`config.mk`:
```
export PLATFORM = sky130hd
export DESIGN_NAME = action_select
export DESIGN_NICKNAME = d
export VERILOG_FILES = /design/src/flow_pkg.sv /design/src/action_select.sv
export VERILOG_INCLUDE_DIRS = /design/src /design/src/include
export SDC_FILE = /design/constraint.sdc
export NUM_CORES = 1
export LEC_CHECK = 0
export ABC_AREA = 1
export BUFFER_PORTS_ARGS = -buffer_cell sky130_fd_sc_hd__buf_2
export CELL_PAD_IN_SITES_DETAIL_PLACEMENT = 1
export CELL_PAD_IN_SITES_GLOBAL_PLACEMENT = 1
export CORE_MARGIN = 10
export CORE_UTILIZATION = 33
export CTS_BUF_LIST = sky130_fd_sc_hd__clkbuf_8
export DETAILED_ROUTE_END_ITERATION = 10
export GPL_ROUTABILITY_DRIVEN = 0
export GPL_TIMING_DRIVEN = 0
export PLACE_DENSITY = 0.71
export SLEW_MARGIN = 20
export SYNTH_ARGS = -nofsm -noshare
export SYNTH_HDL_FRONTEND = slang
export SYNTH_SLANG_ARGS = --single-unit
```
`constraint.sdc`:
```
create_clock -name asclk -period 3.7 [get_ports asclk]
set_clock_uncertainty 0.05 [all_clocks]
set_input_delay 0.37 -clock asclk [delete_from_list [all_inputs] [get_ports asclk]]
set_output_delay 0.37 -clock asclk [all_outputs]
set_load 0.02 [all_outputs]
```
`src/include/flow_defs.svh`:
```
/* widths and depths of the flow table controller
   the exact index must stay 8 bits wide, it is built from XORed key bytes */
`ifndef FLOW_DEFS_SVH
`define FLOW_DEFS_SVH

// ----------------------------------------
// requesters
// ----------------------------------------
// lookup ports, the host is one more requester on top
`define FLOW_NUM_PORTS 4

// ----------------------------------------
// data widths
// ----------------------------------------
`define FLOW_MATCH_W 64
`define FLOW_ACTION_W 32
`define FLOW_CNT_W 32

// ----------------------------------------
// tables
// ----------------------------------------
`define FLOW_EX_IDX_W 8
`define FLOW_WC_DEPTH 8
`define FLOW_WC_IDX_W 3

// cycles from ack to done
`define FLOW_LATENCY 4

`endif

```
`src/flow_pkg.sv`:
```
/* shared types of the flow table pipeline
   an action of zero means drop */
`include "flow_defs.svh"

package flow_pkg;

   // ----------------------------------------
   // plain vectors
   // ----------------------------------------
   typedef logic [`FLOW_MATCH_W-1:0] match_t;
   typedef logic [`FLOW_ACTION_W-1:0] action_t;
   typedef logic [`FLOW_EX_IDX_W-1:0] ex_idx_t;
   typedef logic [`FLOW_WC_IDX_W-1:0] wc_idx_t;
   // 0..3 are lookup ports, 4 is the host
   typedef logic [2:0] src_t;
   typedef logic [`FLOW_CNT_W-1:0] cnt_t;

   // ----------------------------------------
   // pipeline items
   // ----------------------------------------
   // granted request, as captured by the arbiter
   typedef struct packed {
      logic valid;
      src_t src;
      logic is_host;
      logic host_wc;
      ex_idx_t host_addr;
      match_t match;
      match_t mask;
      action_t action;
   } req_item_t;

   // request plus both exact candidates
   typedef struct packed {
      req_item_t req;
      ex_idx_t idx0;
      ex_idx_t idx1;
   } hash_item_t;

   // result of both tables for one item
   typedef struct packed {
      logic valid;
      src_t src;
      logic is_host;
      logic ex_hit;
      action_t ex_action;
      logic wc_hit;
      action_t wc_action;
   } lookup_res_t;

endpackage

```
`src/action_select.sv`:
```
/* final action, done pulses and counters, one cycle
   host items pulse host_done only and leave the counters alone */
`timescale 1ns/1ns
`include "flow_defs.svh"

module action_select (
   input logic asclk,
   input logic aresetn,
   input flow_pkg::lookup_res_t res,
   input logic ex_hit,
   input flow_pkg::action_t ex_action,
   output flow_pkg::action_t action_out,
   output logic [`FLOW_NUM_PORTS-1:0] port_done,
   output logic host_done,
   output flow_pkg::cnt_t exact_hit,
   output flow_pkg::cnt_t exact_miss,
   output flow_pkg::cnt_t wildcard_hit,
   output flow_pkg::cnt_t wildcard_miss,
   output flow_pkg::cnt_t port_dropped [`FLOW_NUM_PORTS]
);

   localparam int PW = $clog2(`FLOW_NUM_PORTS);

   flow_pkg::lookup_res_t lres;
   flow_pkg::action_t act_d;
   logic pkt;

   // full result of both tables
   always_comb begin
      lres = res;
      lres.ex_hit = ex_hit;
      lres.ex_action = ex_action;
   end

   assign pkt = lres.valid & ~lres.is_host;

   // exact before wildcard, else drop
   always_comb begin
      if (lres.ex_hit) begin
         act_d = lres.ex_action;
      end else if (lres.wc_hit) begin
         act_d = lres.wc_action;
      end else begin
         act_d = '0;
      end
   end

   // ----------------------------------------
   // outputs and counters
   // ----------------------------------------
   always_ff @(posedge asclk) begin
      if (!aresetn) begin
         action_out <= '0;
         port_done <= '0;
         host_done <= 1'b0;
         exact_hit <= '0;
         exact_miss <= '0;
         wildcard_hit <= '0;
         wildcard_miss <= '0;
         for (int p = 0; p < `FLOW_NUM_PORTS; p++) begin
            port_dropped[p] <= '0;
         end
      end else begin
         action_out <= pkt ? act_d : '0;
         port_done <= '0;
         host_done <= lres.valid & lres.is_host;
         if (pkt) begin
            port_done[lres.src[PW-1:0]] <= 1'b1;
            if (lres.ex_hit) begin
               exact_hit <= exact_hit + 1'b1;
            end else begin
               exact_miss <= exact_miss + 1'b1;
            end
            if (lres.wc_hit) begin
               wildcard_hit <= wildcard_hit + 1'b1;
            end else begin
               wildcard_miss <= wildcard_miss + 1'b1;
            end
            if (!lres.ex_hit && !lres.wc_hit) begin
               port_dropped[lres.src[PW-1:0]] <= port_dropped[lres.src[PW-1:0]] + 1'b1;
            end
         end
      end
   end

endmodule

```
; After elaboration in Yosys (flattened, before gate mapping)
; Cells that the tools add are included.
[op_classes]
add_sub_neg = 5
n_lt_le_gt_ge = 4
muxes = 10
n_bitwise = 6
n_reduce_logical = 11
[ops]
columns = op, n
row1 = "adder 32 x 1 -> 32 bit, second input constant", 5
row2 = 2-to-1 mux 32 bit, 5
row3 = bitwise mux 128 bit, 1
row4 = binary-select mux 32 bit (select 2 bit), 1
row5 = demux 32 bit (select 2 bit), 1
row6 = AND reduction 2 bit, 6
row7 = ">= comparator 3 bit, second input constant", 1
row8 = logical AND 1 bit, 3
row9 = "< comparator 2 x 3 -> 1 bit, second input constant", 1
row10 = "< comparator 3 x 1 -> 1 bit, second input constant", 1
row11 = NOT 1 bit, 3
row12 = NOT 2 -> 3 bit, 1
row13 = AND 1 bit, 2
row14 = demux 1 bit (select 2 bit), 1
row15 = ">= comparator 2 x 1 -> 1 bit, second input constant", 1
row16 = zero test 1 bit, 2
row17 = 2-to-1 mux 1 bit, 1
[totals]
reg_bits = 293
input_bits = 106
output_inout_bits = 293
wordCells = 47

; Logic depth before layout (Yosys ltp)
[logic_depth]
word_depth = 6
depth_mapped = 17
mapped_depth_nobuf = 16

; Least setup slack after synthesis
; OpenSTA, ideal clock, no wires.
[synth_path]
path_type = input to register
from = input res[67] (netlist bit)
to = register port_dropped[30] (netlist bit)
setup_ps = 109
t_arrival_ps = 2006
required_time_ps = 3541
slack_ps = 1535
path_stages = 17
n_path_buf = 2
cell_sequence = buf_6 > buf_6 > nor2_1 > nand2_1 > nand2_1 > nor2_1 > inv_1 > ha_1 > inv_1 > nor2_4 > nand2_2 > nor2_2 > nand2_1 > nand2_1 > nand3_1 > nand2_1 > inv_1
[synth_via]
elab_chain_cells = 6
elab_cells_between_ends = 11
cone_classes = add/sub (1) / order compare (2) / mux (6) / bitwise (1) / reduce/logical (1)
[synth_lines]
columns = element, line
row1 = from (decl), action_select.sv:9  ; input flow_pkg::lookup_res_t res,
row2 = NOT 2 -> 3 bit (not written as such) (*), action_select.sv:80  ; port_dropped[lres.src[PW-1:0]] <= port_dropped[lres.src[PW-1:0]] + 1'b1;
row3 = "binary-select mux 32 bit (select 2 bit), or another cell as far along", action_select.sv:80
row4 = 2-to-1 mux 32 bit (not written as such) / logical AND 1 bit (equally long branches), action_select.sv:80
row5 = 2-to-1 mux 32 bit (not written as such), action_select.sv:80
row6 = adder 32 x 1 -> 32 bit / demux 32 bit (select 2 bit) (equally long branches), action_select.sv:80
row7 = bitwise mux 128 bit (*), action_select.sv:80
row8 = "to (signal, indexed assignment)", action_select.sv:80
row9 = to (decl), action_select.sv:19  ; output flow_pkg::cnt_t port_dropped [`FLOW_NUM_PORTS]
; Every way passes the cells marked *; elsewhere a longest branch is shown, timed or not. The select of a mux whose other input is x is not followed.
; A chain may end at the register's enable or synchronous reset.

; Final worst setup path
[layout_path]
from = input res[66] (netlist bit)
to = register port_dropped[95] (netlist bit)
[layout_via]
elab_chain_cells = 3
[layout_lines]
columns = element, line
row1 = NOT 1 bit, action_select.sv:35  ; assign pkt = lres.valid & ~lres.is_host;
row2 = AND 1 bit, action_select.sv:35
row3 = AND reduction 2 bit (no line), n/a
; No other way between the ends.

==> metrics <==
status finished clean; gr busiest metal met2; via/cell ratio 5.07; Max rail drop VDD about 180 uV; initial antenna violation count 2; relative slew slack 0.334; DRT Pass-1 Iters 5; CP arrival roughly 3.2 ns; leakage power just over 9 nW; Post-Route WL slightly below 70,000 microns; Gates resized, CTS repair 0; CP Data Required Time 4.22 ns; std cell rows between 70 and 80; vias in the first global route 17,500; clock transition at the registers of the reported paths approximately 0.05 ns; most frequent cells in the layout 668 x nand2_1, 374 x buf_2, 293 x dfxtp_1, 281 x inv_1, 215 x nor2_1; r2r setup slk 1.13 ns; Crit Path Max Fanout 10; Worst Hold Path EP port_done[0]; synth-to-layout area growth 29.6%; Pins Over Slew Limit 0; fraction of layout cells with a size suffix above 1 0.184; Hold Crit Depth 4; Post-Syn Nets 2,330; HPWL after detailed placement 51,800 microns; H-tree depth 2; hold_buf cts slightly below 70; # clock sinks just under 300; Power per Cell Area 364 nW/um^2; DRC 0; Nets approximately 2,800; Hold Fails Final Rpt 0; DP Area between 15,000 and 20,000 sq um; register bit total from synthesis between 200 and 300; sequential area share after synthesis 0.400; commonest non-fill, non-tap cell in the layout nand2_1; Die Area ~53,000 sq um; EDFF count, synth 0; GRT Util Overall 0.249; DR WL/cell approximately 21 microns; IO Pins ~400; RSZ-0062 raised after global routing no; Initial Util 0.333; Hold Crit Start res[68]; min cycle time layout 2.67 ns; FFs w/ async S/R, synth 0; worst r2r dst port_dropped[28]; most used flip-flop cell after synthesis dfxtp_1; met2 Usage GRT 0.426; Syn Inst Count approximately 2,200; MaxCap Viol Count 0; global-route wire length before repair 104,000 microns; cell area after layout 19,000 sq um; R2R cell count 13; worst min path class input pin to flop; slowest cell on the critical path clkbuf_1; cell mode on critical path nor2_1; CP Capture Type flop; grt total ovfl 0; worst r2r src port_dropped[32]; met1 Resource Use GR 0.297; CTS tree yes; Die H around 230 microns; Avg Cell Area, Syn 6.62 sq um; Post-CTS Setup Bufs 0; initial DRC count approximately 1,000; CP Launch Type input pin; Final setup viols 0; via count between 15,000 and 20,000; deepest clock path buffer count 3; max frequency around 380 MHz; critical path class input pin to flop; CTS buffer count 56; Slew @ Worst Pin ~1.0 ns; post-route ant nets 0; root buf cell clkbuf_8; core area 44,100 sq um; Die W approximately 230 microns; Crit path largest cell delay 0.67 ns; worst path cell trace dlygate4sd3_1 > buf_2 > nor2_4 > nand2_2 > nor2_1 > inv_2 > nor2_1 > clkbuf_1 > nand3_1 > nand2_1 > inv_1; TNS Setup 0 ns; total of warnings raised by yosys 0; met3 usage 0.0460; worst skew pair latency 0.68 ns; post-route clock period utilization 0.721; largest net degree at the start of global routing 15; # port buffers ~360; Post-Syn Area 14,700 sq um; Distinct cells, synth 37
layout make-up:
cell class / count / area [sq um]
buffer: 82 / 390
timing repair buffer: 431 / 2500
clock buffer: 72 / 991
antenna: 3 / 7.51
tap: 592 / 741
inverter: 270 / 1010
fill: 5874 / 25100
sequential: 293 / 5870
clock inverter: 24 / 105
multi-input combinational: 1574 / 7410
cell families after synthesis:
| logic type | Yosys count | share of synthesized area |
|---|---|---|
| flip-flops | 293 | 0.400 |
| XOR/XNOR | 41 | 0.0250 |
| AND/OR/NAND/NOR | 1136 | 0.324 |
| buffers and inverters | 352 | 0.0956 |
| AO/OA/AOI/OAI | 392 | 0.152 |
| adder cells (fa/ha/maj) | 5 | 0.00426 |
synthesized netlist by cell type, types with 13 or more instances:
| master | count | area (sq um) |
|---|---|---|
| nand2_1 | 668 | 2510 |
| dfxtp_1 | 293 | 5870 |
| inv_1 | 264 | 991 |
| nor2_1 | 215 | 807 |
| a21oi_1 | 142 | 711 |
| o21ai_0 | 138 | 691 |
| nand3_1 | 117 | 586 |
| clkbuf_1 | 57 | 214 |
| o21a_1 | 56 | 420 |
| nor3_1 | 54 | 270 |
| o21bai_1 | 42 | 315 |
| nand4_1 | 31 | 194 |
| xor2_1 | 23 | 201 |
| xnor2_1 | 17 | 149 |
| nor2_2 | 13 | 81.3 |
state kept, by name, summed over array words and instances (netlist names):
register / cells
port_dropped: 128
action_out: 32
exact_hit: 32
exact_miss: 32
wildcard_hit: 32
wildcard_miss: 32
port_done: 4
host_done: 1
stage by stage:
stage          hold WS, ns  cells  setup WS, ns  total power, W  utilization
2_1_floorplan        0.451   2219          1.54         0.00350            -
3_3_place_gp         0.418   3173         0.724         0.00370        0.391
3_5_place_dp         0.427   3173         0.677         0.00372        0.391
4_1_cts             0.0749   3338          1.10         0.00698        0.431
5_1_grt              0.125   3340         0.930         0.00717        0.431
6_report             0.118   3341          1.03         0.00692        0.431
power breakdown:
part           total [W]  internal [W]  switching [W]  leakage (nW)
clock            0.00322       0.00172        0.00149         0.632
sequential       0.00321       0.00319      0.0000261          2.36
combinational   0.000485      0.000155       0.000329          6.13
total            0.00692       0.00507        0.00185          9.13
worst max-delay path: cells and delay by family:
| family | cells | cell delay (ns) |
|---|---|---|
| simple gates | 6 | 1.35 |
| buf+inv | 5 | 1.46 |
routing by layer:
metal  part of all wire  wire length (microns)  up-vias
li1                   -                      -     8055
met1               0.42                  28900     8257
met2               0.48                  33400      487
met3              0.057                   3960      149
met4              0.043                   3000        0
met5                  0                      0        -
how the worst max path moves through the flow:
stage,slack [ns],to,start
CTS,1.10,port_dropped[95],res[66]
global route,0.93,port_dropped[119],res[66]
floorplan,1.54,port_dropped[30],res[67]
detailed placement,0.68,port_dropped[28],res[67]
finish,1.03,port_dropped[95],res[66]
global placement,0.72,port_dropped[28],res[67]
Note: power is estimated with default switching activity, not from simulation.
