### config.mk
export PLATFORM = sky130hd
export DESIGN_NAME = flow_hash
export DESIGN_NICKNAME = d
export VERILOG_FILES = /design/src/flow_pkg.sv /design/src/flow_hash.sv
export VERILOG_INCLUDE_DIRS = /design/src /design/src/include
export SDC_FILE = /design/constraint.sdc
export NUM_CORES = 1
export LEC_CHECK = 0
export ABC_AREA = 1
export CORE_AREA = 3 3 142 144
export CTS_CLUSTER_DIAMETER = 50
export CTS_CLUSTER_SIZE = 10
export DETAILED_ROUTE_END_ITERATION = 16
export DIE_AREA = 0 0 145 147
export DONT_BUFFER_PORTS = 1
export MAX_ROUTING_LAYER = met4
export PLACE_DENSITY_LB_ADDON = 0.15
export RECOVER_POWER = 100
export SKIP_CTS_REPAIR_TIMING = 1
export SYNTH_ARGS = -nofsm -noshare
export SYNTH_HDL_FRONTEND = slang
export SYNTH_SLANG_ARGS = --single-unit
export TNS_END_PERCENT = 30
### constraint.sdc
create_clock -name asclk -period 1.4 [get_ports asclk]
set_input_delay 0.28 -clock asclk [delete_from_list [all_inputs] [get_ports asclk]]
set_output_delay 0.28 -clock asclk [all_outputs]
set_load 0.05 [all_outputs]
### src/include/flow_defs.svh
/* widths and depths of the flow table controller
   the exact index must stay 8 bits wide, it is built from XORed key bytes */
`ifndef FLOW_DEFS_SVH
`define FLOW_DEFS_SVH

// ----------------------------------------
// requesters
// ----------------------------------------
// lookup ports, the host is one more requester on top
`define FLOW_NUM_PORTS 4

// ----------------------------------------
// data widths
// ----------------------------------------
`define FLOW_MATCH_W 64
`define FLOW_ACTION_W 32
`define FLOW_CNT_W 32

// ----------------------------------------
// tables
// ----------------------------------------
`define FLOW_EX_IDX_W 8
`define FLOW_WC_DEPTH 8
`define FLOW_WC_IDX_W 3

// cycles from ack to done
`define FLOW_LATENCY 4

`endif

### src/flow_pkg.sv
/* shared types of the flow table pipeline
   an action of zero means drop */
`include "flow_defs.svh"

package flow_pkg;

   // ----------------------------------------
   // plain vectors
   // ----------------------------------------
   typedef logic [`FLOW_MATCH_W-1:0] match_t;
   typedef logic [`FLOW_ACTION_W-1:0] action_t;
   typedef logic [`FLOW_EX_IDX_W-1:0] ex_idx_t;
   typedef logic [`FLOW_WC_IDX_W-1:0] wc_idx_t;
   // 0..3 are lookup ports, 4 is the host
   typedef logic [2:0] src_t;
   typedef logic [`FLOW_CNT_W-1:0] cnt_t;

   // ----------------------------------------
   // pipeline items
   // ----------------------------------------
   // granted request, as captured by the arbiter
   typedef struct packed {
      logic valid;
      src_t src;
      logic is_host;
      logic host_wc;
      ex_idx_t host_addr;
      match_t match;
      match_t mask;
      action_t action;
   } req_item_t;

   // request plus both exact candidates
   typedef struct packed {
      req_item_t req;
      ex_idx_t idx0;
      ex_idx_t idx1;
   } hash_item_t;

   // result of both tables for one item
   typedef struct packed {
      logic valid;
      src_t src;
      logic is_host;
      logic ex_hit;
      action_t ex_action;
      logic wc_hit;
      action_t wc_action;
   } lookup_res_t;

endpackage

### src/flow_hash.sv
/* two exact-table candidates per key, one cycle
   idx1 rotates byte k left by k bits before the XOR */
`timescale 1ns/1ns
`include "flow_defs.svh"

module flow_hash (
   input logic asclk,
   input logic aresetn,
   input flow_pkg::req_item_t req_item,
   output flow_pkg::hash_item_t hash_item
);

   localparam int NUM_BYTES = `FLOW_MATCH_W / 8;

   flow_pkg::ex_idx_t h0;
   flow_pkg::ex_idx_t h1;

   function automatic logic [7:0] rotl8(logic [7:0] b, int k);
      logic [15:0] t;
      t = {b, b} << k;
      return t[15:8];
   endfunction

   // ----------------------------------------
   // byte folding
   // ----------------------------------------
   always_comb begin
      h0 = '0;
      h1 = '0;
      for (int k = 0; k < NUM_BYTES; k++) begin
         h0 = h0 ^ req_item.match[8*k +: 8];
         h1 = h1 ^ rotl8(req_item.match[8*k +: 8], k % 8);
      end
   end

   always_ff @(posedge asclk) begin
      if (!aresetn) begin
         hash_item.req.valid <= 1'b0;
      end else begin
         hash_item.req <= req_item;
         hash_item.idx0 <= h0;
         hash_item.idx1 <= h1;
      end
   end

endmodule

# Word level (Yosys, flattened, before mapping)
# Cells that the tools add are included.
# op_classes
bitwise	14
# op_table
op	count
$xor A8 B8 Y8	14
# totals
output_inout_bits	190
input_bits	176
reg_bits	190
wordCells	24

# Longest topological paths before layout
# Gate-level depths: netlist (run 1).
# depth
depth_word	7
mapped_depth	9
depth_no_buf	9

# Worst setup path before layout (run 1)
# No wires, ideal clock.
# synth_timing
kind	input port to flip-flop
from	in req_item[132] in the netlist's numbering
to	reg hash_item[12] in the netlist's numbering, data pin
required_ps	1148
stages	9
n_path_buf	0
setup_slack_ps	440
arrival_ps	708
setup_time_ps	252
path_cell_list	inv_1 -> nand2_1 -> nand2_1 -> nand2_1 -> nand2_1 -> nand2_1 -> nand2_1 -> nand2_1 -> nand2_1
# synth_via
elab_chain_len	4
# synth_rtl
element	line_no	source
start, declared	flow_hash.sv:9	input flow_pkg::req_item_t req_item,
$xor A8 B8 Y8 (4 in series)	flow_hash.sv:31	h0 = h0 ^ req_item.match[8*k +: 8];
named net h0[4]	flow_hash.sv:15	flow_pkg::ex_idx_t h0;
end, declared	flow_hash.sv:10	output flow_pkg::hash_item_t hash_item
# The timed path passes the listed nets, and every way through them passes these cells.
# A chain may end at the register's enable or synchronous reset.

# Worst setup path in the final report (run 1)
# layout_timing
from	reg hash_item[0] in the netlist's numbering
to	out hash_item[0] in the netlist's numbering
# No word-level cell between the ends.

==> out/metrics.sh, run 1 <==
WORST-SETUP-PATH-TYPE='flop to output pin'
POWERDENSITY_nW_PER_UM2=1449
CELLLEAKAGEPOWER_nW=4.136
GP_CONGESTION=0.8025
TIMING.FINAL.CRIT_SHARE=1.010
ROUTE.VIAS.TOTAL=4920
CRITPATHREQUIREDTIME_NS=1.12
MAX_REG_FLOPS=190
DETAIL_ROUTE.WIRELENGTH_MM=21.65
DIE_W_UM=145
FINAL_LAYOUT_SIZE_SUFFIX_GT1_FRAC=0.05177
GRT_MAX_DEGREE=191
USE_MET2=0.3185
TIMING_LIMITED_MAXIMUM_FREQUENCY_MHz=706.9
SYNTH_SIMPLE_GATE_AREA_SHARE=0.1485
YOSYS.AREA_SHARE.ADDER=0
DRT_ITER0_DRC=292
ROUTE.DETAILED.WL_PER_INST_UM=20.56
REG_TOP3='hash_item: 190 flops'
MAPPEDNETLISTAREA_UM2=7305
VIA_COUNT_OF_THE_FIRST_GLOBAL_ROUTING_PASS=4150
WORST_SLEW_PIN_SLEW_NS=0.5599
WORST_SETUP_HOLD_PATH_CLK_SLEW_NS=0.08
WORSTHOLDPATHTYPE='input port to flop'
GRT_UTIL_MET3=0.08112
SYNTH_AREA_LEADERS='edfxtp_1, nand2_1, inv_1'
NUMBER_OF_SYNTHESIZED_REGISTER_BITS=190
ROOT_BUFFER='clkbuf_16'
CP-START-KIND='flop'
REPORT.FINAL.SLEW_VIOL_COUNT=0
NUMCTSBUFFERS=17
MAXIMUM_CLOCK_PATH_BUFFER_COUNT=2
DESIGN.CORE.AREA_UM2=18830
SYNTH_TOP_FAMILY_BY_AREA='simple AND/OR/NAND/NOR gates'
AREA_SHARE_OF_THE_LARGEST_CELL_TYPE_AFTER_SYNTHESIS=0.7770
BUFFER_PORTS.INSERTED=0
GRT_SETUP_UNREPAIRED='true'
DETAIL_ROUTE.FIRST_PASS.ITERATIONS=5
MAXCAPVIOLATIONS=0
ENDPOINT_KIND='output pin'
ANTENNA_FOUND_INITIAL=2
POST-ROUTE-MIN-PERIOD_NS=1.415
MAX-VDD-IR-DROP_mV=0.7714
POST_SYNTH_INST_COUNT=576
GRT.BUSIEST_LAYER='met2'
SYNTH_SEQUENTIAL_AREA_RATIO=0.7797
ROW_COUNT=50
MULTI_INPUT_AREA_UM2=1305
CRITICAL_PATH_PEAK_FANOUT=1
CTS_NUM_SINKS=190
SETUP-VIOLATIONS-FINAL=2
GRT_OVERFLOW=0
HOLD_SLACK_NS=-0.04486
SYNTH.LARGEST_AREA_CELL='edfxtp_1'
TRITONCTS_CLOCK_TREE='done'
FAILING_CHECKS='negative hold slack, negative setup slack'
FIN_WS_NS=-0.01466
CTSHTREEMAXLEVEL=4
WORST_CASE_SETUP_SLACK_AFTER_PLACEMENT_NS=0.08132
YOSYS.CELL_TYPES.COUNT=8
LARGEST-REGISTER='hash_item'
FINAL_ANTENNA_NET_COUNT=0
FLOORPLAN.INITIALDENSITY=0.3879
DPL.HPWL_MM=15.30
AREA_GROWTH_PCT=37.24
DIE_HEIGHT_UM=147
RUN_STATUS='complete, but fails checks'
SYNTH_WARN=0
ARRIVAL_NS=1.13
DRC_ERRORS=0
DETAILED_PLACE.AREA_UM2=7705
REGAREA_UM2=5695
SYNTH_XOR_XNOR_AREA_SHARE=0.01918
SYNTHESIZED_AREA_FRACTION_OCCUPIED_BY_AO_OA_AOI_AND_OAI_CELLS=0.01096
NFILLCELLS=1593
LAYOUT.CORE_UTILIZATION=0.5324
GRT_PASS1_WL_MM=26.99
DESIGN_AREA_UM2=10020
GRTUSAGETOTAL=0.1807
NUM-NETS-FINAL=955
I_O_PINS=366
DIE_FOOTPRINT_UM2=21320
MUX_SHARE_OF_POST_SYNTHESIS_CELL_AREA=0
SYNTHESIS.AREA_PER_INSTANCE_UM2=12.68
DPL.CELL_COUNT=846
GLOBAL_ROUTE.USAGE.MET1=0.1802
SYNTHESIS.NETS=752
FINALNONFILLERCELLS=1053
DRT-VIAS-PER-INSTANCE=4.672
FINALHOLDVIOLCOUNT=50
MAXSLEWHEADROOM=0.6275
## synthesized netlist by cell type
cell	instances
edfxtp_1	189
xnor2_1	16
nand2_1	177
nor2_1	48
nand3_1	48
o21ai_0	16
dfxtp_1	1
inv_1	81
## layout by cell type (no fill, tap or decap), types with 4 or more instances in the layout
| cell type | synthesis | routed |
|---|---|---|
| clkinv_4 | 0 | 4 |
| clkbuf_16 | 0 | 17 |
| xnor2_1 | 16 | 16 |
| nor2_1 | 48 | 48 |
| o21ai_0 | 16 | 16 |
| nand3_1 | 48 | 48 |
| inv_8 | 0 | 5 |
| edfxtp_1 | 189 | 189 |
| nand2_1 | 177 | 177 |
| dlygate4sd3_1 | 0 | 174 |
| clkbuf_4 | 0 | 8 |
| inv_1 | 81 | 81 |
## through the flow
step / setup TNS [ns] / hold WS, ns / power, mW
floorplan: 0 / 0.3735 / 9.221
global placement: 0 / 0.3789 / 9.518
detailed placement: 0 / 0.3789 / 9.524
CTS: -0.1913 / -0.08280 / 14.19
global route: -0.4277 / -0.06321 / 15.04
finish: -0.01844 / -0.04486 / 14.53
## routing by layer
layer,part of all wire,routed length (µm)
met1,0.36,7812
met2,0.53,11510
met3,0.089,1935
met4,0.018,385
met5,0,0
## worst paths after layout
check | from | endpoint | slack (ns) | depth (start not counted)
worst min-delay path | aresetn | hash_item[161] | -0.04 | 0
worst max-delay path | hash_item[0] | hash_item[0] | -0.01 | 0
## where the power goes
part,internal (mW),switching [mW]
clock,2.39,2.33
combinational,0.582,0.631
sequential,6.85,1.75
## cells by family (layout without fill, tap and decap cells)
| family | Yosys count | in the layout |
|---|---|---|
| buffers and inverters | 81 | 297 |
| xor gates and xnor gates | 16 | 16 |
| AOI/OAI and AO/OA | 16 | 16 |
| other | 0 | 1 |
| and+or+nand+nor | 273 | 273 |
| DFF | 190 | 190 |
## area by class of cell
class | count | share of cell area
antenna | 1 | 0.0002496
clock buffer | 18 | 0.04281
clock inverter | 14 | 0.01485
inverter | 81 | 0.03033
multi-input combinational | 305 | 0.1302
sequential | 190 | 0.5681
tap | 260 | 0.03245
timing repair buffer | 184 | 0.1810
Power figures use the tool's default switching activity.
==> run 2: changes to the inputs <==
--- a/config.mk
+++ b/config.mk
@@ -6,12 +6,11 @@
 export SDC_FILE = /design/constraint.sdc
 export NUM_CORES = 1
 export LEC_CHECK = 0
-export ABC_AREA = 1
-export CORE_AREA = 3 3 142 144
+export CORE_AREA = 3 3 140 142
 export CTS_CLUSTER_DIAMETER = 50
 export CTS_CLUSTER_SIZE = 10
 export DETAILED_ROUTE_END_ITERATION = 16
-export DIE_AREA = 0 0 145 147
+export DIE_AREA = 0 0 143 145
 export DONT_BUFFER_PORTS = 1
 export MAX_ROUTING_LAYER = met4
 export PLACE_DENSITY_LB_ADDON = 0.15
==> run 2 against run 1 <==
  * The run now fails in global routing
  * Area after synthesis fell by 8.5%
  * Synthesized cell count fell by 47%
==> out/metrics.sh, run 2 <==
RUN_STATUS='aborted with a tool error'
SYNTH_WARN=0
SYNTH.LARGEST_AREA_CELL='edfxtp_1'
SYNTHESIS.AREA_PER_INSTANCE_UM2=22.05
YS_TOP_CELLS_BY_COUNT='edfxtp_1, xnor2_1, xor2_1, and2_1, dfxtp_1'
SYNTHESIS.NETS=479
SYNTH_AREA_LEADERS='edfxtp_1, xnor2_1, xor2_1'
STOP_STAGE='global routing'
GRT_MAX_DEGREE=191
CTS_NUM_SINKS=190
SYNTH_SEQUENTIAL_AREA_RATIO=0.8523
SYNTH_FLOP_CELL='edfxtp_1'
NUMCTSBUFFERS=17
REPAIR-TIMING-GRT-WORST-EP='hash_item[9]'
MAXIMUM_CLOCK_PATH_BUFFER_COUNT=2
DIE_HEIGHT_UM=145
I_O_PINS=366
CTSHTREEMAXLEVEL=4
MAPPEDNETLISTAREA_UM2=6683
ROOT_BUFFER='clkbuf_16'
NUMBER_OF_SYNTHESIZED_REGISTER_BITS=190
YOSYS.CELL_TYPES.COUNT=5
AREA_SHARE_OF_THE_LARGEST_CELL_TYPE_AFTER_SYNTHESIS=0.8493
BUFFER_PORTS.INSERTED=0
ERROR_MESSAGE='[ERROR RSZ-0060] Max buffer count reached.'
SYNTH_EDF_COUNT=189
POST-SYNTH-TOP-COUNT-CELL='edfxtp_1'
POST_SYNTH_INST_COUNT=303
ROW_COUNT=50
FLOORPLAN.INITIALDENSITY=0.3597
DIE_W_UM=143
WORST-ENDPOINT-PIN-KIND='primary output'
GP_CONGESTION=0.8013
FRACTION_OF_REGISTERS_WITH_ASYNC_SET_OR_RESET_AFTER_SYNTHESIS=0
[run 2: changes by cell type after synthesis, moves of 48 or more]
cell	before	now
xnor2_1	16	96
nand2_1	177	0
nor2_1	48	0
inv_1	81	0
nand3_1	48	0
[run 2: metrics by stage]
stage / setup TNS [ns] / worst slack [ns] / hold WS, ns / instances / cell area, µm²
global placement: 0 / 0.1326 / 0.3789 / 548 / 7058
floorplan: 0 / 0.4579 / 0.3789 / 303 / 6683
CTS: -0.1524 / -0.03559 / -0.08248 / 579 / 7646
detailed placement: 0 / 0.1589 / 0.3789 / 548 / 7058
[run 2: kinds of logic after synthesis]
kind of cell / after synthesis / share of synthesized area
simple gates: 1 / 0.0009368
flops: 190 / 0.8523
xor+xnor: 112 / 0.1468
==> run 3: changes to the inputs <==
--- a/config.mk
+++ b/config.mk
@@ -6,13 +6,10 @@
 export SDC_FILE = /design/constraint.sdc
 export NUM_CORES = 1
 export LEC_CHECK = 0
-export CORE_AREA = 3 3 140 142
-export CTS_CLUSTER_DIAMETER = 50
-export CTS_CLUSTER_SIZE = 10
+export CORE_AREA = 3 3 142 144
 export DETAILED_ROUTE_END_ITERATION = 16
-export DIE_AREA = 0 0 143 145
+export DIE_AREA = 0 0 145 147
 export DONT_BUFFER_PORTS = 1
-export MAX_ROUTING_LAYER = met4
 export PLACE_DENSITY_LB_ADDON = 0.15
 export RECOVER_POWER = 100
 export SKIP_CTS_REPAIR_TIMING = 1
==> run 3 against run 2 <==
  * The flow again stops in global routing
  * Area after synthesis stayed put
  * Synthesized cell count stayed put
==> out/metrics.sh, run 3 <==
MAPPEDNETLISTAREA_UM2=6683
YOSYS.CELL_TYPES.COUNT=5
SYNTH_AREA_LEADERS='edfxtp_1, xnor2_1, xor2_1'
SYNTH.LARGEST_AREA_CELL='edfxtp_1'
SYNTH_SIMPLE_GATE_AREA_SHARE=0.0009362
YS_TOP_CELLS_BY_COUNT='edfxtp_1, xnor2_1, xor2_1, and2_1, dfxtp_1'
SYNTH_WARN=0
MUX_SHARE_OF_POST_SYNTHESIS_CELL_AREA=0
DPL.CELL_COUNT=574
AREA_SHARE_OF_THE_LARGEST_CELL_TYPE_AFTER_SYNTHESIS=0.8493
I_O_PINS=366
STOP_STAGE='global routing'
ROW_COUNT=50
BUFFER_PORTS.INSERTED=0
ERROR_MESSAGE='[ERROR RSZ-0060] Max buffer count reached.'
SYNTH_TOP_FAMILY_BY_AREA='XOR/XNOR gates'
YOSYS.AREA_SHARE.ADDER=0
CTSHTREEMAXLEVEL=4
ROOT_BUFFER='clkbuf_16'
WORST_CASE_SETUP_SLACK_AFTER_PLACEMENT_NS=0.1781
GP_CONGESTION=0.7321
WORST-ENDPOINT-PIN-KIND='primary output'
SYNTHESIZED_AREA_FRACTION_OCCUPIED_BY_AO_OA_AOI_AND_OAI_CELLS=0
NUMCTSBUFFERS=17
POST-SYNTH-TOP-COUNT-CELL='edfxtp_1'
SYNTHESIS.AREA_PER_INSTANCE_UM2=22.05
RUN_STATUS='aborted with a tool error'
SYNTH_XOR_XNOR_AREA_SHARE=0.1468
FRACTION_OF_REGISTERS_WITH_ASYNC_SET_OR_RESET_AFTER_SYNTHESIS=0
CTS_NUM_SINKS=190
SYNTH_SEQUENTIAL_AREA_RATIO=0.8523
DIE_HEIGHT_UM=147
DIE_W_UM=145
FLOORPLAN.INITIALDENSITY=0.3549
SYNTHESIS.NETS=479
POST_SYNTH_INST_COUNT=303
REPAIR-TIMING-GRT-WORST-EP='hash_item[6]'
SYNTH_EDF_COUNT=189
SYNTH_FLOP_CELL='edfxtp_1'
MAXIMUM_CLOCK_PATH_BUFFER_COUNT=2
GRT_MAX_DEGREE=191
NUMBER_OF_SYNTHESIZED_REGISTER_BITS=190
## run 3: cell counts after synthesis
No cell type changed its count.
## run 3: kinds of logic after synthesis
group / Yosys count
flip-flops: 190
AND/OR/NAND/NOR: 1
XOR/XNOR: 112
## run 3: per-stage QoR
step	cell area, µm²	TNS (ns)
after floorplan	6683	0
after global placement	7091	0
after detailed placement	7091	0
after CTS	7694	-0.2003
