`config.mk`:
```
export PLATFORM = sky130hd
export DESIGN_NAME = flow_arbiter
export DESIGN_NICKNAME = d
export VERILOG_FILES = /design/src/flow_pkg.sv /design/src/flow_arbiter.sv
export VERILOG_INCLUDE_DIRS = /design/src /design/src/include
export SDC_FILE = /design/constraint.sdc
export NUM_CORES = 1
export LEC_CHECK = 0
export ABC_AREA = 1
export BUFFER_PORTS_ARGS = -buffer_cell sky130_fd_sc_hd__buf_4
export CAP_MARGIN = 25
export CORE_AREA = 2 2 235 237
export DETAILED_ROUTE_END_ITERATION = 10
export DIE_AREA = 0 0 237 239
export PLACE_DENSITY = 0.46
export SYNTH_ARGS = -nofsm -noshare
export SYNTH_HDL_FRONTEND = slang
export SYNTH_SLANG_ARGS = --single-unit
```
`constraint.sdc`:
```
create_clock -name asclk -period 6.9 [get_ports asclk]
set_input_delay 1.035 -clock asclk [delete_from_list [all_inputs] [get_ports asclk]]
set_output_delay 1.035 -clock asclk [all_outputs]
set_load 0.1 [all_outputs]
```
`src/include/flow_defs.svh`:
```
/* widths and depths of the flow table controller
   the exact index must stay 8 bits wide, it is built from XORed key bytes */
`ifndef FLOW_DEFS_SVH
`define FLOW_DEFS_SVH

// ----------------------------------------
// requesters
// ----------------------------------------
// lookup ports, the host is one more requester on top
`define FLOW_NUM_PORTS 4

// ----------------------------------------
// data widths
// ----------------------------------------
`define FLOW_MATCH_W 64
`define FLOW_ACTION_W 32
`define FLOW_CNT_W 32

// ----------------------------------------
// tables
// ----------------------------------------
`define FLOW_EX_IDX_W 8
`define FLOW_WC_DEPTH 8
`define FLOW_WC_IDX_W 3

// cycles from ack to done
`define FLOW_LATENCY 4

`endif

```
`src/flow_pkg.sv`:
```
/* shared types of the flow table pipeline
   an action of zero means drop */
`include "flow_defs.svh"

package flow_pkg;

   // ----------------------------------------
   // plain vectors
   // ----------------------------------------
   typedef logic [`FLOW_MATCH_W-1:0] match_t;
   typedef logic [`FLOW_ACTION_W-1:0] action_t;
   typedef logic [`FLOW_EX_IDX_W-1:0] ex_idx_t;
   typedef logic [`FLOW_WC_IDX_W-1:0] wc_idx_t;
   // 0..3 are lookup ports, 4 is the host
   typedef logic [2:0] src_t;
   typedef logic [`FLOW_CNT_W-1:0] cnt_t;

   // ----------------------------------------
   // pipeline items
   // ----------------------------------------
   // granted request, as captured by the arbiter
   typedef struct packed {
      logic valid;
      src_t src;
      logic is_host;
      logic host_wc;
      ex_idx_t host_addr;
      match_t match;
      match_t mask;
      action_t action;
   } req_item_t;

   // request plus both exact candidates
   typedef struct packed {
      req_item_t req;
      ex_idx_t idx0;
      ex_idx_t idx1;
   } hash_item_t;

   // result of both tables for one item
   typedef struct packed {
      logic valid;
      src_t src;
      logic is_host;
      logic ex_hit;
      action_t ex_action;
      logic wc_hit;
      action_t wc_action;
   } lookup_res_t;

endpackage

```
`src/flow_arbiter.sv`:
```
/* round-robin over four ports and the host, one grant per clock
   a requester acked in the previous cycle is skipped */
`timescale 1ns/1ns
`include "flow_defs.svh"

module flow_arbiter (
   input logic asclk,
   input logic aresetn,
   input logic [`FLOW_NUM_PORTS-1:0] port_req,
   input flow_pkg::match_t port_match [`FLOW_NUM_PORTS],
   input logic host_req,
   input logic host_wc,
   input flow_pkg::ex_idx_t host_addr,
   input flow_pkg::match_t host_match,
   input flow_pkg::match_t host_mask,
   input flow_pkg::action_t host_action,
   output logic [`FLOW_NUM_PORTS-1:0] port_ack,
   output logic host_ack,
   output flow_pkg::req_item_t req_item
);

   localparam int NUM_REQ = `FLOW_NUM_PORTS + 1;
   localparam int PW = $clog2(`FLOW_NUM_PORTS);

   flow_pkg::src_t rr_cnt;
   flow_pkg::src_t sel;
   logic [NUM_REQ-1:0] req_all;
   logic [NUM_REQ-1:0] grant_d;
   logic [NUM_REQ-1:0] grant_q;
   flow_pkg::req_item_t item_d;

   // requester at offset k from the counter, wrapped
   function automatic flow_pkg::src_t rr_index(flow_pkg::src_t base, int k);
      int sum;
      sum = int'(base) + k;
      if (sum >= NUM_REQ) begin
         sum = sum - NUM_REQ;
      end
      return flow_pkg::src_t'(sum);
   endfunction

   assign req_all = {host_req, port_req};

   // ----------------------------------------
   // grant select
   // ----------------------------------------
   // walk from the far end so the nearest offset wins
   always_comb begin
      flow_pkg::src_t idx;
      grant_d = '0;
      sel = '0;
      for (int k = NUM_REQ - 1; k >= 0; k--) begin
         idx = rr_index(rr_cnt, k);
         if (req_all[idx] && !grant_q[idx]) begin
            grant_d = '0;
            grant_d[idx] = 1'b1;
            sel = idx;
         end
      end
   end

   // fields of the granted request
   always_comb begin
      item_d = '0;
      item_d.valid = |grant_d;
      item_d.src = sel;
      item_d.is_host = grant_d[NUM_REQ-1];
      if (grant_d[NUM_REQ-1]) begin
         item_d.host_wc = host_wc;
         item_d.host_addr = host_addr;
         item_d.match = host_match;
         item_d.mask = host_mask;
         item_d.action = host_action;
      end else begin
         item_d.match = port_match[sel[PW-1:0]];
      end
   end

   always_ff @(posedge asclk) begin
      if (!aresetn) begin
         rr_cnt <= '0;
         grant_q <= '0;
         req_item.valid <= 1'b0;
      end else begin
         rr_cnt <= (rr_cnt == flow_pkg::src_t'(NUM_REQ - 1)) ? '0 : rr_cnt + 1'b1;
         grant_q <= grant_d;
         req_item <= item_d;
      end
   end

   assign port_ack = grant_q[NUM_REQ-2:0];
   assign host_ack = grant_q[NUM_REQ-1];

endmodule

```
Yosys cells after proc, flatten, opt, wreduce, memory -nomap -nowiden --
Cells that the tools add are included.
Word-level totals: bits in registers 182, word-level logic and storage cells 105
Operators by class: $add $sub $neg 10, magnitude comparators 16, equal/unequal tests 1, multiplexer cells 49, bitwise operators 2, reductions and logical operators 17
Operator list (number):
- $mux W64 | 3
- $bmux W64 S2 | 1
- $bmux W1 S3 | 10
- $mux W3 | 10
- $mux W5 | 5
- $lt A3 B4 Y1 const B | 5
- $ge A4 B3 Y1 const B | 4
- $demux W1 S3 | 5
- $ge A3 B1 Y1 const B | 5
- $mux W1 | 15
- $sub A3 B3 Y3 const B | 5
- $logic_and A1 B1 Y1 | 10
- $add A3 B2 Y4 const B | 2
- $ge A3 B3 Y1 const B | 2
- $logic_not A1 Y1 | 5
- $reduce_or A5 Y1 | 1
- $add A3 B1 Y4 const B | 1
- $add A3 B3 Y4 const B | 1
- $add A3 B1 Y3 const B | 1
- $eq A3 B3 Y1 const B | 1
- $not A2 Y3 | 1
- $reduce_or A2 Y1 | 1
- $not A1 Y1 | 1

Longest topological paths before layout --
Gate-level depths: netlist (run 1).
depth after elaboration 17, mapped depth 26, gate-level depth less buffers 24

Least setup slack after synthesis (run 1) --
OpenSTA, ideal clock, no wires.
path kind register -> register, start register rr_cnt[0], end register req_item[130] in the netlist's numbering (data pin), library setup time 0.253 ns, arrival 2.919 ns, slack 3.728 ns, cell stages (with the launch flop) 24, path buffers 2, clock period less this slack 3.172 ns, cells stage by stage dfxtp_1 > inv_2 > ha_1 > inv_1 > fa_1 > o21bai_1 > o21ai_2 > inv_1 > nor2_1 > nand3_1 > nand3_1 > nand2_2 > nor2_2 > a21oi_1 > nand2_1 > nand2_2 > nand2_2 > buf_6 > buf_2 > nand2_1 > nand3_1 > nand2_1 > nand2_1 > nand2_1
RTL lines:
- start: declaration | RTL line flow_arbiter.sv:25 | flow_pkg::src_t rr_cnt;
- start signal: assignment | RTL line flow_arbiter.sv:85 | rr_cnt <= (rr_cnt == flow_pkg::src_t'(NUM_REQ - 1)) ? '0 : rr_cnt + 1'b1;
- end signal: assignment | RTL line flow_arbiter.sv:87 | req_item <= item_d;
- end: declaration | RTL line flow_arbiter.sv:19 | output flow_pkg::req_item_t req_item

==> metrics.md, run 1 <==
| Metric | Value |
|---|---|
| DRT Wirelength | 52500 um |
| DR WL/cell | 18.1 um |
| Post-Synth Simple-Gate Area | 0.364 |
| Synth Area in Adders | 0.0123 |
| Top FF cell, synth | edfxtp_1 |
| Netlist cell types | 38 |
| Post-synthesis area per instance | 7.27 sq um |
| Die area | 0.0566 sq mm |
| Synth cell count leaders | nand2_1 (500), inv_1 (328), nand3_1 (234), edfxtp_1 (173), nor2_1 (141) |
| CTS Root Cell | clkbuf_16 |
| Setup TNS | 0 ns |
| Count leader, synth | nand2_1 |
| Die Y | 239 um |
| Min Tclk post-route | 5.20 ns |
| Post-route ant nets | 0 |
| Synth top area share | 0.442 |
| Peak Freq | 192 MHz |
| Clk_skew | 0.0148 ns |
| Asr flop ratio synth | 0 |
| Critical path type | reg -> reg |
| Max_slew headroom | 0.369 |
| Core Region | 0.0543 sq mm |
| Vias per Instance | 4.32 |
| Post-Syn Nets | 2061 |
| Dominant cells by area after synthesis | edfxtp_1 (44%), nand2_1 (16%), inv_1 (10%), nand3_1 (10%), nor2_1 (4.5%) |
| Die Wd | 237 um |
| CTS resizes | 0 |
| CTS tree | built |
| Residual DRC count | 0 |
| IO Count | 611 |
| Pwr/cell area | 507 mW/mm^2 |
| DR pass1 iterations | 5 |
| Post-synthesis cell area | 0.0118 sq mm |
| Hold Vio Cnt, Final | 0 |
| GRT busiest layer | met2 |
| Worst-Skew Late Latency | 0.50 ns |
| Met2 GRT Util | 0.314 |
| CP endpoint kind | flop |
| Utilization after layout | 0.322 |
| Dpl cells | 2860 |
| Design Area, Final | 0.0175 sq mm |
| Worst hold path class | reg -> reg |
| Largest family of logic cells by synthesized area | simple AND/OR/NAND/NOR gates |
| Post-synthesis sequential area ratio | 0.457 |
| Worst hold margin | 0.737 ns |
| Slew Limit Fails | 0 |
| Routability cong. | 0.899 |
| Met1 Resource Use GR | 0.212 |
| Grt ovf | 0 |
| Vias in the first global route | 12400 |
| Dpl hpwl | 39700 um |
| Synth Area in Compound Gates | 0.0137 |
| Initial drt markers | 721 |
| Area after DPL | 0.0169 sq mm |
| Area grow syn2layout | 49.0% |
| # Max-Cap Violations | 0 |
| Maximum number of pins on one net before global-route repair | 98 |
| Synth area leader | edfxtp_1 |
| Clock sink total | 182 |
| Port-buffer cells | 610 |
| Cells after Synth | 1618 |
| Peak VDD IR | 0.000303 V |
| M3 GR Usage | 0.0525 |
| Cts bufs inserted | 17 |
| Xor/xnor share of the synthesized area | 0.00372 |
| YS warnings | 0 |
| Max FO, Critical Path | 79 |
| Initial antenna violation count | 6 |
| Post-Layout Cell Count | 2894 |
| Fill count | 5921 |
| P_leak | 9.49 nW |
| Via count | 12500 |
| Global-route wire length before repair | 76600 um |
| CTS Hold Bufs | 0 |
| Initial Util | 0.216 |
| Worst path arrival time | 5.44 ns |
| Slew @ Worst Pin | 0.947 ns |
| Mux contribution to synthesized area | 0 |
| Number of synthesized flops with an enable pin | 173 |
| Clock slew at reported path FFs | 0.08 ns |
| CP startpoint kind | flop |
| H-tree levels | 4 |
| Nets | 2619 |
| RSZ-0062 raised after global routing | no |
| Row Count | 86 |
| Total track usage | 0.181 |
| Setup bufs post-CTS | 0 |
| Final setup fails | 0 |
| Crit path required time | 7.15 ns |
| Outcome | finished clean |
| CTS max path bufs | 2 |
| Fin crit share | 0.753 |
| FF+latch count, synth | 182 |
| Layout cells sized above 1 | 0.314 |
per-layer routing:
layer	part of all wire	wire (um)
met5	0.0011	57
met1	0.40	21200
met4	0.024	1260
met3	0.075	3910
met2	0.50	26000
power by group:
part | leakage [nW] | internal [mW] | switching [mW] | total (mW)
clock | 0.293 | 0.495 | 0.552 | 1.05
combinational | 7.37 | 1.35 | 4.63 | 5.98
sequential | 1.83 | 1.73 | 0.127 | 1.86
worst max-delay path: stages, from the launching register on:
cell and delay (ns):
dfxtp_1 0.72, inv_2 0.24, ha_1 0.30, ha_1 0.26
nand2_1 0.17, a21boi_1 0.43, nor2_1 0.17, nand3_1 0.10
nand2_1 0.05, nor2_1 0.08, nand2_1 0.09, inv_2 0.10
nand3_1 0.10, nand3_1 0.10, nand2_1 0.09, nand2_4 0.49
buf_4 0.79, nand3_1 0.22, nand3_1 0.15, nand2_1 0.07
nand2_1 0.06, nand2_1 0.06
state kept, by name (all words and copies together), names as in the netlist:
name and cells:
rr_cnt 3, grant_q 5, req_item 174
worst paths after layout:
check | start | to | slack [ns] | cells after the start
setup reg to reg | rr_cnt[0] | req_item[126] | 1.70 | 21
hold / removal | rr_cnt[0] | rr_cnt[0] | 0.74 | 1
hold reg to reg | rr_cnt[0] | rr_cnt[0] | 0.74 | 1
setup / recovery | rr_cnt[0] | req_item[126] | 1.70 | 21
cell type report:
| type | instances | area, sq um | area share |
|---|---|---|---|
| Sequential cell | 182 | 5380 | 0.307 |
| Timing Repair Buffer | 622 | 4710 | 0.269 |
| Multi-Input combinational cell | 1013 | 4660 | 0.266 |
| Inverter | 340 | 1280 | 0.0731 |
| Tap cell | 704 | 881 | 0.0503 |
| Clock buffer | 17 | 425 | 0.0243 |
| Clock inverter | 15 | 185 | 0.0106 |
| Antenna cell | 1 | 2.50 | 0.000143 |
through the flow:
stage / setup slack (ns) / power (mW)
finish: 1.70 / 8.89
global route: 1.28 / 9.48
CTS: 1.56 / 8.98
detailed placement: 1.57 / 7.91
global placement: 1.69 / 7.88
floorplan: 3.73 / 6.45
kinds of logic (layout without fill, tap and decap cells):
logic type / after synthesis / in the layout
flip-flops: 182 / 182
AO/OA/AOI/OAI: 24 / 24
other: 0 / 1
XOR/XNOR: 5 / 5
buffers and inverters: 423 / 994
AND/OR/NAND/NOR: 973 / 973
adder cells (fa/ha/maj): 11 / 11
cell usage in the layout (no fill, tap or decap), drive strengths merged:
cell type / n
a21boi: 2
a21oi: 7
a31oi: 1
and2: 1
buf: 621
clkbuf: 18
clkinv: 6
clkinvlp: 1
dfxtp: 9
diode: 1
edfxtp: 173
fa: 1
ha: 10
inv: 348
nand2: 509
nand3: 235
nand3b: 64
nand4: 13
nor2: 146
nor3: 4
o211ai: 1
o21ai: 10
o21bai: 1
o22ai: 1
o31ai: 1
or2: 1
xnor2: 1
xor2: 4
Power figures use the tool's default switching activity.
==> run 2: changes to the inputs <==
PLACE_DENSITY = 0.48   (was 0.46)
clock period = 4.4 ns   (was 6.9 ns; I/O delays follow)
==> run 2 against run 1 <==
Effect of this change: flip-flop and latch count unchanged; wire length is 2.3% lower; first-iteration DRC count fell by 9.0%; via count increased by 0.79%; setup slack worse by 1.3 ns; combinational power is 61% higher; count of clock-buffer cells in the layout unchanged; maximum frequency rose by 31%; critical endpoint is now req_item[158]; largest power group unchanged; highest routed layer unchanged.
==> metrics.md, run 2 (synthesized netlist as in run 1, its figures left out) <==
| Metric | Value |
|---|---|
| Outcome | finished clean |
| DR pass1 iterations | 5 (unchanged) |
| Most frequent cells in the layout | buf_4 (619), nand2_1 (498), inv_1 (327) |
| Setup TNS | 0 ns (unchanged) |
| Pwr/cell area | 797 mW/mm^2 (+57%) |
| Switching Fraction | 0.586 (-0.0108) |
| Hold depth | 3 (+2) |
| Cts bufs inserted | 17 (unchanged) |
| Clk_skew | 0.0149 ns (+0.0000291 ns) |
| Vias in the first global route | 12100 (-2.6%) |
| Peak VDD IR | 0.000416 V (+37%) |
| Initial antenna violation count | 3 (-3) |
| Diodes inserted | 0 (-1) |
| Worst-Skew Late Latency | 0.49 ns (about the same) |
| Nets | 2630 (+0.42%) |
| Register area | 0.00538 sq mm (unchanged) |
| Initial Util | 0.216 (unchanged) |
| Crit path required time | 4.66 ns (-2.49 ns) |
| Post-Layout Cell Count | 2904 (+0.35%) |
| Clock power share | 0.114 (-0.004) |
| Pint | 5.85 mW (+63%) |
| H-tree levels | 4 (unchanged) |
| Worst r2r path cells | 22 (+4.8%) |
| Final setup fails | 0 (unchanged) |
| Max FO, Critical Path | 51 (-35%) |
| Maximum number of pins on one net before global-route repair | 130 (+33%) |
| Most used cell, CP | nand2_1 |
| Area occupied by multi-input gates | 0.00468 sq mm (+0.40%) |
| Slew @ Worst Pin | 1.03 ns (+0.0836 ns) |
| Fin crit share | 0.903 (+0.150) |
| Crit path cell chain | inv_2, ha_1, inv_1, fa_1, o21bai_1, o21ai_2, inv_1, nor2_1, nand3_1, nand3_1, nand2_2, nor2_1, a21oi_1, nand2_1, nand2_1, nand2_4, inv_2, buf_12, nand3_1, nand2_1, nand2_1, nand2_1 |
| Max incr delay on CP | 0.41 ns (-0.38 ns) |
| P_leak | 9.59 nW (+1.0%) |
| Largest register FFs | 174 (unchanged) |
| DR WL/cell | 17.7 um (-2.6%) |
| Clock slew at reported path FFs | 0.08 ns (about the same) |
| DRT Wirelength | 51300 um (-2.3%) |
| Grt ovf | 0 (unchanged) |
| Row Count | 86 (unchanged) |
| Critical path type | reg -> reg |
| Utilization after layout | 0.326 (+0.00385) |
| Residual DRC count | 0 (unchanged) |
| Port-buffer cells | 610 (unchanged) |
| Slew Limit Fails | 0 (unchanged) |
| Hold Vio Cnt, Final | 0 (unchanged) |
| Die Y | 239 um (unchanged) |
| Initial drt markers | 656 (-9.0%) |
| Vias per Instance | 4.34 (+0.44%) |
| Dpl hpwl | 38900 um (-1.9%) |
| Top reg by flops | req_item |
| Layout cells sized above 1 | 0.318 (+0.00388) |
| CTS tree | built |
| Worst path arrival time | 4.24 ns (-1.20 ns) |
| Core Region | 0.0543 sq mm (unchanged) |
| Comb pwr share | 0.680 (+0.007) |
| Total track usage | 0.175 (-0.00559) |
| CTS Hold Bufs | 0 (unchanged) |
| Leading cell type in the layout, fill and taps excluded | buf_4 |
| Flop pwr share | 0.206 (-0.003) |
| Fill count | 5938 (+0.29%) |
| Post-route ant nets | 0 (unchanged) |
| CP endpoint kind | flop |
| Global-route wire length before repair | 74300 um (-3.1%) |
| Max_slew headroom | 0.313 (-0.0557) |
| Clock sink total | 182 (unchanged) |
| R2R Setup Slk | 0.43 ns (-1.28 ns) |
| Die Wd | 237 um (unchanged) |
| Area grow syn2layout | 50.8% |
| Worst hold path class | in -> reg |
| RSZ-0062 raised after global routing | no |
| Top flop regs | req_item: 174 flops, grant_q: 5 flops, rr_cnt: 3 flops |
| CTS Root Cell | clkbuf_16 |
| Slowest-stage cell, CP | fa_1 |
| CTS max path bufs | 2 (unchanged) |
| Via count | 12600 (+0.79%) |
| IO Count | 611 (unchanged) |
| Dpl cells | 2872 (+0.42%) |
| CP startpoint kind | flop |
| # Max-Cap Violations | 0 (unchanged) |
| Die area | 0.0566 sq mm (unchanged) |
| Routability cong. | 0.896 (-0.27%) |
| Switching power | 8.28 mW (+56%) |
| Peak Freq | 252 MHz (+31%) |
| Min Tclk post-route | 3.97 ns (-1.22 ns) |
run 2: cell types whose count changed in the layout (fill, tap and decap cells not counted), sizes merged:
cell	previous run	this run
clkinvlp	1	0
buf	621	632
diode	1	0
inv	348	347
bufinv	0	1
clkinv	6	7
run 2: repair_timing:
action	in CTS	in global routing
setup buffers	0	0
gates resized for setup	0	5
endpoints found under the hold margin	0	0
endpoints found under the setup margin	0	40
run 2: critical path, delay by kind of cell, from the launching register on:
| family | cells | cell delay (ns) |
|---|---|---|
| adders and majority gates | 2 | 0.59 |
| DFF | 1 | 0.32 |
| AOI/OAI and AO/OA | 3 | 0.60 |
| buffers and inverters | 5 | 0.65 |
| and+or+nand+nor | 12 | 1.54 |
run 2: power groups by stage:
| stage | sequential [mW] | combinational, mW | clock, mW |
|---|---|---|---|
| 3_5_place_dp | 2.94 | 9.67 | 0 |
| 4_1_cts | 2.91 | 9.69 | 1.67 |
| 3_3_place_gp | 2.94 | 9.62 | 0 |
| 2_1_floorplan | 6.59 | 3.53 | 0 |
| 6_report | 2.91 | 9.60 | 1.61 |
| 5_1_grt | 2.96 | 10.3 | 1.73 |
run 2: routing by layer:
metal  global-route usage  share of wire  wire length (um)  up-vias
li1                     -              -                 -     6135
met2                0.298           0.49             25300      489
met1                0.214           0.41             21000     5931
met4               0.0493          0.018               931        6
met3               0.0535          0.077              3970       52
met5                    0        0.00086                44        -
run 2: worst paths after layout:
kind / start / end
worst max-delay path: rr_cnt[0] / req_item[158]
worst min-delay path: host_match[56] / req_item[152]
worst max register to register: rr_cnt[0] / req_item[158]
worst min register to register: rr_cnt[0] / rr_cnt[0]
run 2: area by class of cell:
class	count	share of cell area
timing repair buffer	633	0.278
multi-input combinational	1013	0.264
tap	704	0.0497
inverter	340	0.0723
clock buffer	17	0.0240
sequential	182	0.303
clock inverter	15	0.00932
run 2: metrics by stage:
| step | setup slack (ns) | power (mW) | hold slack (ns) | instance area, sq um |
|---|---|---|---|---|
| 2_1_floorplan | 1.23 | 10.1 | 0.645 | 11800 |
| 3_3_place_gp | 0.352 | 12.6 | 0.639 | 17100 |
| 3_5_place_dp | 0.400 | 12.6 | 0.639 | 17100 |
| 4_1_cts | 0.375 | 14.3 | 0.381 | 17700 |
| 5_1_grt | 0.0000706 | 15.0 | 0.404 | 17700 |
| 6_report | 0.425 | 14.1 | 0.429 | 17700 |
